## config.mk

```make
export PLATFORM = sky130hd
export DESIGN_NAME = histoTop
export DESIGN_NICKNAME = d
export VERILOG_FILES = /design/src/logic/histoGeomPkg.sv /design/src/logic/histoCtrlPkg.sv /design/src/logic/histoRegs.sv /design/src/logic/histoBinRam.sv /design/src/logic/histoPeakFinder.sv /design/src/logic/histoSequencer.sv /design/src/logic/histoTop.sv
export SDC_FILE = /design/constraint.sdc
export NUM_CORES = 1
export LEC_CHECK = 0
export ABC_AREA = 1
export BUFFER_PORTS_ARGS = -buffer_cell sky130_fd_sc_hd__buf_2
export CAP_MARGIN = 30
export CORE_MARGIN = 5
export CORE_UTILIZATION = 57
export CTS_BUF_LIST = sky130_fd_sc_hd__clkbuf_4 sky130_fd_sc_hd__clkbuf_8 sky130_fd_sc_hd__clkbuf_16
export CTS_CLUSTER_SIZE = 8
export DETAILED_ROUTE_END_ITERATION = 10
export GPL_TIMING_DRIVEN = 0
export PLACE_DENSITY_LB_ADDON = 0.3
export SETUP_SLACK_MARGIN = 0.3
export SLEW_MARGIN = 10
export SYNTH_ARGS = -nofsm -noshare
export SYNTH_HDL_FRONTEND = slang
export SYNTH_SLANG_ARGS = --single-unit
```

## constraint.sdc

```tcl
create_clock -name clk -period 11.15 [get_ports clk]
set_clock_uncertainty 0.15 [all_clocks]
set_input_delay 0.5575 -clock clk [delete_from_list [all_inputs] [get_ports clk]]
set_output_delay 0.5575 -clock clk [all_outputs]
set_load 0.02 [all_outputs]
```

## src/logic/histoGeomPkg.sv

```systemverilog
package histoGeomPkg;

    localparam int TIME_BITS     = 10;
    localparam int BIN_BITS      = 6;   // bin is the top of the time code
    localparam int NUM_BINS      = 64;
    localparam int COUNT_BITS    = 8;
    localparam int REG_DATA_BITS = 16;
    localparam int REG_ADDR_BITS = 2;

    typedef logic [TIME_BITS-1:0]     timeCode_t;
    typedef logic [BIN_BITS-1:0]      binIdx_t;
    typedef logic [COUNT_BITS-1:0]    binCount_t;
    typedef logic [REG_DATA_BITS-1:0] regData_t;
    typedef logic [REG_ADDR_BITS-1:0] regAddr_t;

    localparam binIdx_t   LAST_BIN  = binIdx_t'(NUM_BINS - 1);
    localparam binCount_t COUNT_MAX = '1;   // bins stick at 255
    localparam regData_t  EVENT_MAX = '1;   // event counter sticks at 65535

endpackage

```

## src/logic/histoCtrlPkg.sv

```systemverilog
package histoCtrlPkg;

    import histoGeomPkg::*;

    typedef enum logic [2:0] {
        IDLE,
        CLEAR,
        ACCUM,
        SCAN,
        SCANDRAIN
    } seqState_t;

    // register map
    localparam regAddr_t ADDR_CTRL   = 2'd0;  // wr: bit0 clear, bit1 search
    localparam regAddr_t ADDR_STATUS = 2'd1;  // bit0 busy, bit1 peakValid, bit2 accumulating
    localparam regAddr_t ADDR_PEAK   = 2'd2;  // count in high byte, bin in low byte
    localparam regAddr_t ADDR_EVENTS = 2'd3;

    typedef struct packed {
        logic clearReq;
        logic searchReq;
    } seqCmd_t;

    typedef struct packed {
        logic busy;
        logic accumulating;
        logic accepted;     // one pulse per counted event
    } seqStatus_t;

    typedef struct packed {
        logic      valid;
        logic      first;
        logic      last;
        binIdx_t   bin;
        binCount_t count;
    } scanBeat_t;

    typedef struct packed {
        logic      valid;
        binIdx_t   bin;
        binCount_t count;
    } peakResult_t;

endpackage

```

## src/logic/histoRegs.sv

```systemverilog
module histoRegs import histoGeomPkg::*, histoCtrlPkg::*; (
    input  logic        clk,
    input  logic        res,
    input  logic        regWrite,
    input  regAddr_t    regAddr,
    input  regData_t    regWData,
    input  seqStatus_t  status,
    input  peakResult_t peak,
    output regData_t    regRData,
    output seqCmd_t     cmd
);

    logic     ctrlWrite;
    regData_t eventCount;
    logic     peakArmed;    // a search was issued since the last clear
    logic     peakValid;

    // commands only get through while the sequencer is free
    assign ctrlWrite = regWrite && (regAddr == ADDR_CTRL) && !status.busy;

    assign cmd = '{
        clearReq:  ctrlWrite && regWData[0],
        searchReq: ctrlWrite && regWData[1] && !regWData[0]  // clear wins
    };

    always_ff @(posedge clk or negedge res) begin
        if (!res) begin
            eventCount <= '0;
        end else if (cmd.clearReq) begin
            eventCount <= '0;
        end else if (status.accepted && eventCount != EVENT_MAX) begin
            eventCount <= eventCount + 1'b1;
        end
    end

    always_ff @(posedge clk or negedge res) begin
        if (!res) begin
            peakArmed <= 1'b0;
        end else if (cmd.clearReq) begin
            peakArmed <= 1'b0;
        end else if (cmd.searchReq) begin
            peakArmed <= 1'b1;
        end
    end

    // peak finder holds the result, stale while a scan is running
    assign peakValid = peakArmed && peak.valid && !status.busy;

    always_comb begin
        case (regAddr)
            ADDR_STATUS: begin
                regRData = regData_t'({status.accumulating, peakValid, status.busy});
            end
            ADDR_PEAK: begin
                regRData = '0;
                if (peakValid) begin
                    regRData = {peak.count, {(8 - BIN_BITS){1'b0}}, peak.bin};
                end
            end
            ADDR_EVENTS: begin
                regRData = eventCount;
            end
            default: begin
                regRData = '0;    // CTRL is write only
            end
        endcase
    end

    cmdExclusive: assert property (@(posedge clk) disable iff (!res)
        !(cmd.clearReq && cmd.searchReq))
        else $error("clear and search requested in the same cycle");

    // the sequencer must pick up every clear on the next edge
    clearTaken: assert property (@(posedge clk) disable iff (!res)
        cmd.clearReq |=> status.busy)
        else $error("clear request not followed by busy");

endmodule

```

## src/logic/histoBinRam.sv

```systemverilog
module histoBinRam import histoGeomPkg::*; (
    input  logic      clk,
    input  logic      wrEn,
    input  binIdx_t   wrAddr,
    input  binCount_t wrData,
    input  logic      rdEn,
    input  binIdx_t   rdAddr,
    output binCount_t rdData
);

    // contents are undefined until the sequencer runs a clear
    binCount_t mem [NUM_BINS];

    always_ff @(posedge clk) begin
        if (wrEn) begin
            mem[wrAddr] <= wrData;
        end
    end

    // read before write on the same address returns the old count
    always_ff @(posedge clk) begin
        if (rdEn) begin
            rdData <= mem[rdAddr];
        end
    end

endmodule

```

## src/logic/histoPeakFinder.sv

```systemverilog
module histoPeakFinder import histoGeomPkg::*, histoCtrlPkg::*; (
    input  logic        clk,
    input  logic        res,
    input  scanBeat_t   scan,
    output peakResult_t peak
);

    binIdx_t   maxBin;      // running maximum
    binCount_t maxCount;
    logic      takeBeat;
    binIdx_t   nextBin;
    binCount_t nextCount;

    // strictly greater, so a tie keeps the lower bin
    assign takeBeat  = scan.first || (scan.count > maxCount);
    assign nextBin   = takeBeat ? scan.bin : maxBin;
    assign nextCount = takeBeat ? scan.count : maxCount;

    always_ff @(posedge clk) begin
        if (scan.valid) begin
            maxBin   <= nextBin;
            maxCount <= nextCount;
        end
    end

    always_ff @(posedge clk or negedge res) begin
        if (!res) begin
            peak <= '0;
        end else if (scan.valid) begin
            if (scan.last) begin
                peak <= '{valid: 1'b1, bin: nextBin, count: nextCount};
            end else if (scan.first) begin
                peak.valid <= 1'b0;     // new scan, old result withdrawn
            end
        end
    end

    // beats come from the sequencer without gaps, one bin per cycle
    binStep: assert property (@(posedge clk) disable iff (!res)
        (scan.valid && !scan.last) |=>
            (scan.valid && scan.bin == binIdx_t'($past(scan.bin) + 1'b1)))
        else $error("scan beat out of order");

endmodule

```

## src/logic/histoSequencer.sv

```systemverilog
module histoSequencer import histoGeomPkg::*, histoCtrlPkg::*; (
    input  logic       clk,
    input  logic       res,
    input  seqCmd_t    cmd,
    input  logic       eventValid,
    input  timeCode_t  eventTime,
    input  binCount_t  rdData,
    output seqStatus_t status,
    output logic       wrEn,
    output binIdx_t    wrAddr,
    output binCount_t  wrData,
    output logic       rdEn,
    output binIdx_t    rdAddr,
    output scanBeat_t  scan
);

    seqState_t state;
    seqState_t stateNext;
    binIdx_t   addrCnt;     // shared by clear and scan
    binIdx_t   eventBin;
    logic      accept;

    logic      s1Valid;     // accumulate write stage
    binIdx_t   s1Bin;
    logic      fwdValid;    // write done on the previous edge
    binIdx_t   fwdBin;
    binCount_t fwdData;
    binCount_t baseCount;
    binCount_t incCount;

    logic      beatValid;   // scan read in flight
    logic      beatFirst;
    logic      beatLast;
    binIdx_t   beatBin;

    always_comb begin
        stateNext = state;
        case (state)
            IDLE: begin
                if (cmd.clearReq) begin
                    stateNext = CLEAR;
                end
            end
            CLEAR: begin
                if (addrCnt == LAST_BIN) begin
                    stateNext = ACCUM;
                end
            end
            ACCUM: begin
                if (cmd.clearReq) begin
                    stateNext = CLEAR;
                end else if (cmd.searchReq) begin
                    stateNext = SCAN;
                end
            end
            SCAN: begin
                if (addrCnt == LAST_BIN) begin
                    stateNext = SCANDRAIN;
                end
            end
            SCANDRAIN: begin
                stateNext = ACCUM;  // last beat leaves this cycle
            end
            default: begin
                stateNext = IDLE;
            end
        endcase
    end

    always_ff @(posedge clk or negedge res) begin
        if (!res) begin
            state     <= IDLE;
            addrCnt   <= '0;
            s1Valid   <= 1'b0;
            fwdValid  <= 1'b0;
            beatValid <= 1'b0;
        end else begin
            state     <= stateNext;
            s1Valid   <= accept;
            fwdValid  <= s1Valid;
            beatValid <= (state == SCAN);
            if (state == CLEAR || state == SCAN) begin
                addrCnt <= addrCnt + 1'b1;  // wraps back to 0 on exit
            end
        end
    end

    always_ff @(posedge clk) begin
        s1Bin     <= eventBin;
        fwdBin    <= s1Bin;
        fwdData   <= incCount;
        beatFirst <= (addrCnt == '0);
        beatLast  <= (addrCnt == LAST_BIN);
        beatBin   <= addrCnt;
    end

    // events in a command cycle are dropped, the state is about to change
    assign eventBin = eventTime[TIME_BITS-1 -: BIN_BITS];
    assign accept   = eventValid && (state == ACCUM) && !cmd.clearReq && !cmd.searchReq;

    // RAM still holds the old count when the previous event hit the same bin
    assign baseCount = (fwdValid && fwdBin == s1Bin) ? fwdData : rdData;
    assign incCount  = (baseCount == COUNT_MAX) ? COUNT_MAX : baseCount + 1'b1;

    always_comb begin
        wrEn   = 1'b0;
        wrAddr = s1Bin;
        wrData = incCount;
        if (state == CLEAR) begin
            wrEn   = 1'b1;
            wrAddr = addrCnt;
            wrData = '0;
        end else if (s1Valid) begin
            wrEn = 1'b1;
        end
    end

    assign rdEn   = accept || (state == SCAN);
    assign rdAddr = (state == SCAN) ? addrCnt : eventBin;

    assign scan = '{
        valid: beatValid,
        first: beatFirst,
        last:  beatLast,
        bin:   beatBin,
        count: rdData
    };

    assign status = '{
        busy:         (state == CLEAR) || (state == SCAN) || (state == SCANDRAIN),
        accumulating: (state == ACCUM),
        accepted:     s1Valid
    };

    wrEnSource: assert property (@(posedge clk) disable iff (!res)
        wrEn |-> (state == CLEAR) || (s1Valid && state == ACCUM))
        else $error("bin write outside clear or accumulate");

    noWrap: assert property (@(posedge clk) disable iff (!res)
        (wrEn && state == ACCUM) |-> (wrData != '0))
        else $error("bin count wrapped to zero");

endmodule

```

## src/logic/histoTop.sv

```systemverilog
module histoTop import histoGeomPkg::*, histoCtrlPkg::*; (
    input  logic      clk,
    input  logic      res,
    input  logic      eventValid,
    input  timeCode_t eventTime,
    input  logic      regWrite,
    input  regAddr_t  regAddr,
    input  regData_t  regWData,
    output regData_t  regRData
);

    seqCmd_t     cmd;
    seqStatus_t  status;
    scanBeat_t   scan;
    peakResult_t peak;

    logic        wrEn;      // bin memory ports
    binIdx_t     wrAddr;
    binCount_t   wrData;
    logic        rdEn;
    binIdx_t     rdAddr;
    binCount_t   rdData;

    histoRegs regs_i (
        .clk      (clk),
        .res      (res),
        .regWrite (regWrite),
        .regAddr  (regAddr),
        .regWData (regWData),
        .status   (status),
        .peak     (peak),
        .regRData (regRData),
        .cmd      (cmd)
    );

    histoSequencer seq_i (
        .clk        (clk),
        .res        (res),
        .cmd        (cmd),
        .eventValid (eventValid),
        .eventTime  (eventTime),
        .rdData     (rdData),
        .status     (status),
        .wrEn       (wrEn),
        .wrAddr     (wrAddr),
        .wrData     (wrData),
        .rdEn       (rdEn),
        .rdAddr     (rdAddr),
        .scan       (scan)
    );

    histoBinRam ram_i (
        .clk    (clk),
        .wrEn   (wrEn),
        .wrAddr (wrAddr),
        .wrData (wrData),
        .rdEn   (rdEn),
        .rdAddr (rdAddr),
        .rdData (rdData)
    );

    histoPeakFinder peak_i (
        .clk  (clk),
        .res  (res),
        .scan (scan),
        .peak (peak)
    );

endmodule

```

==> impl_results.md <==
* Fin area at 0.0313 mm²
* Final ANT Viol Nets at 0
* Gpl congestion at 0.959
* Worst-path clk slew at 0.05 ns
* Ports at 48
* Overflow left after global routing at 0
* Post-synth EDFFs at 534
* Setup TNS at 0 ns
* Initial antenna violation count at 1
* Vias in the first global route at 20700
* CP max FO at 10
* Synth Cell Area at 0.0273 mm²
* N_diodes at 0
* Post-Syn Instances at 2761
* Vias per cell at 5.91
* YS warnings at 0
* CTS resizes at 0
* Setup Fix Bufs, Post-CTS at 0
* RSZ-0062 raised after global routing: no
* Nets at 2963
* Max Transition Viols Final at 0
* Placed instance area at 0.0288 mm²
* LEAKAGE at 14.2 nW
* Syn avg cell area at 9.90 µm²
* Distinct cells, synth at 42
* Fin crit period at 4.24 ns
* CP arrival at 4.33 ns
* WL per Instance at 23.5 µm
* PwrDens at 161 mW/mm²
* Layout cells sized above 1 at 0.105
* Asr flop ratio synth at 0.0726
* Maximum VDD drop at 0.000122 V
* Largest area contributor in the netlist: edfxtp_1
* CTS Sinks at 606
* DRC viols at 0
* Post-Route WL at 83.7 mm
* Synthesized flop and latch total at 606
* Layout area overhead at 14.6%
* Pre-CTS setup slack at 7.08 ns
* Max_cap viols at 0
* Net Count, Synth at 2805
* Dpl hpwl at 56.0 mm
* Clk_lat worst skew at 0.63 ns
* Critical setup path kind: reg2reg
* Vias after detailed routing at 21000
* Fin worst setup slack at 6.91 ns
* H-tree levels at 3
* Root Buffer: clkbuf_16
* Max clock buf depth at 3
* Max Clk Rate at 0.236 GHz
* Slew headroom at 0.273
* Die ar. at 0.0524 mm²
* CTS tree: done
* Width of the die at 229 µm
* Initial Util at 0.575
* Port buffer count at 29
* Detailed Routing Iterations Pass 1 at 8
* # setup viols final at 0
* Hold WC Path Type: in2reg
* Synth area leaders: edfxtp_1 59%, nand3_1 10%, nand2_1 8.4%, inv_1 7.6%, dfrtp_1 4.0%
* First-pass GRT wire length at 124 mm
* Register area share after synthesis at 0.647
* CP Data Required Time at 11.24 ns
* Crit end category: flop
* Final hold viol count at 0
* All-Layer GR Usage at 0.314
* Core Area at 0.0475 mm²
* # rows at 80
* Die Height at 229 µm
* Main synth FF type: edfxtp_1
* Fill count at 3593
* Status: finished clean
* Worst-Margin Slew at 1.08 ns
* Post-synth top area share at 0.587
* DRT iter0 DRCs at 3021
* Num CTS Buffers at 85
* Worst setup SP type: flop
* Fin crit share at 0.381
* Pin count of the biggest net entering global routing at 65
==> worst paths after layout <==
kind | from | endpoint | slack, ns | cells past startpoint
worst max-delay path | seq_i.state[2]$_DFFE_PN0P_ | ram_i.mem[58][3]$_DFFE_PP_ | 6.91 | 10
worst min-delay path | eventValid | seq_i.s1Valid$_DFF_PN0_ | 0.09 | 3
worst max register to register | seq_i.state[2]$_DFFE_PN0P_ | ram_i.mem[58][3]$_DFFE_PP_ | 6.91 | 10
worst min register to register | seq_i.s1Bin[0]$_DFF_P_ | seq_i.fwdBin[0]$_DFF_P_ | 0.22 | 0
max in group asynchronous | res | seq_i.beatValid$_DFF_PN0_ | 10.17 | 3
min in group asynchronous | res | regs_i.eventCount[12]$_DFFE_PN0P_ | 0.20 | 2
==> cell usage after synthesis, drive strengths merged (2+ instances only) <==
master / n
nand2: 617
inv: 560
nand3: 551
edfxtp: 534
buf: 99
nor2: 92
o21ai: 47
dfrtp: 44
nand3b: 39
dfxtp: 28
clkbuf: 23
a21oi: 20
and2: 17
nand4: 13
ha: 12
nor4: 10
xor2: 10
nor3: 9
o211ai: 9
o22ai: 9
o221ai: 3
or2: 3
o21bai: 2
o31ai: 2
xnor2: 2
==> worst max-delay path, cell delays in order (launching register included) <==
cell and delay [ns]:
dfrtp_1 0.42, inv_2 0.11, nand2_4 0.10, nor2_4 0.42, inv_2 0.12, buf_4 0.21
nand2_1 0.10, o21ai_2 0.16, inv_1 0.29, nand4_1 0.71, nor2_1 1.07
==> layer usage <==
metal,track usage,vias to the layer above,wire [µm]
li1,-,9313,-
met1,0.415,9899,30600
met2,0.488,1469,37700
met3,0.0798,342,10600
met4,0.159,2,4790
met5,0,-,13
==> sequential cells by signal, summed over array words and instances, names as in the netlist, 3 cells and up <==
register / cells
peak_i.peak: 15
peak_i.maxCount: 8
seq_i.fwdBin: 6
peak_i.maxBin: 6
seq_i.s1Bin: 6
seq_i.beatBin: 6
ram_i.rdData: 8
seq_i.fwdData: 8
regs_i.eventCount: 16
ram_i.mem: 512
seq_i.state: 3
seq_i.addrCnt: 6
==> logic make-up (layout without fill, tap and decap cells) <==
group / count (synthesis) / in the layout / share of synthesized area
and+or+nand+nor: 1352 / 1352 / 0.222
AOI/OAI and AO/OA: 96 / 96 / 0.0208
DFF: 606 / 606 / 0.647
buffers and inverters: 683 / 865 / 0.100
xor gates and xnor gates: 12 / 12 / 0.00384
adders and majority gates: 12 / 12 / 0.00549
==> area by class of cell <==
cell class                      count  area [µm²]  area share
Buffer                            122         638      0.0204
Clock buffer                      106        2340      0.0746
Sequential cell                   606       17700       0.565
Timing Repair Buffer               71         711      0.0227
Multi-Input combinational cell   1472        7010       0.224
Inverter                          561        2110      0.0673
Tap cell                          615         769      0.0246
Clock inverter                      5        46.3     0.00148
==> cells in the final DEF, fill, tap and decap left out, drive strengths merged <==
cell type	synthesis	routed
nand3b	39	39
buf	99	163
clkinv	1	3
o32ai	1	1
o21ai	47	47
nor2	92	92
nand4	13	13
a21oi	20	20
edfxtp	534	534
o22ai	9	9
a21o	1	1
xnor2	2	2
o221ai	3	3
nand2	617	617
and2	17	17
xor2	10	10
ha	12	12
a31oi	1	1
clkbuf	23	129
nor3b	1	1
nand3	551	551
or2	3	3
dlygate4sd3	0	7
dfrtp	44	44
o31ai	2	2
o211ai	9	9
o21a	1	1
nor3	9	9
nor4	10	10
inv	560	563
dfxtp	28	28
o21bai	2	2
==> repair_timing <==
item | CTS | global route
hold buffers | 7 | 0
endpoints found under the hold margin | 50 | 0
endpoints found under the setup margin | 0 | 0
==> per-stage QoR <==
step,util,instances,total power [mW],hold WS [ns]
after floorplan,-,2761,2.61,0.112
after global placement,0.594,3405,2.69,0.209
after detailed placement,0.606,3433,2.70,0.215
after CTS,0.657,3551,5.03,0.0642
after global routing,0.659,3558,5.14,0.107
final,0.659,3558,5.03,0.0861
==> report_power, final <==
group          total (mW)  leakage (nW)  switching, mW  internal, mW
combinational       0.223          8.49          0.164        0.0585
clock                2.36          1.19          0.918          1.45
sequential           2.44          4.54        0.00201          2.44
Power figures use the tool's default switching activity.
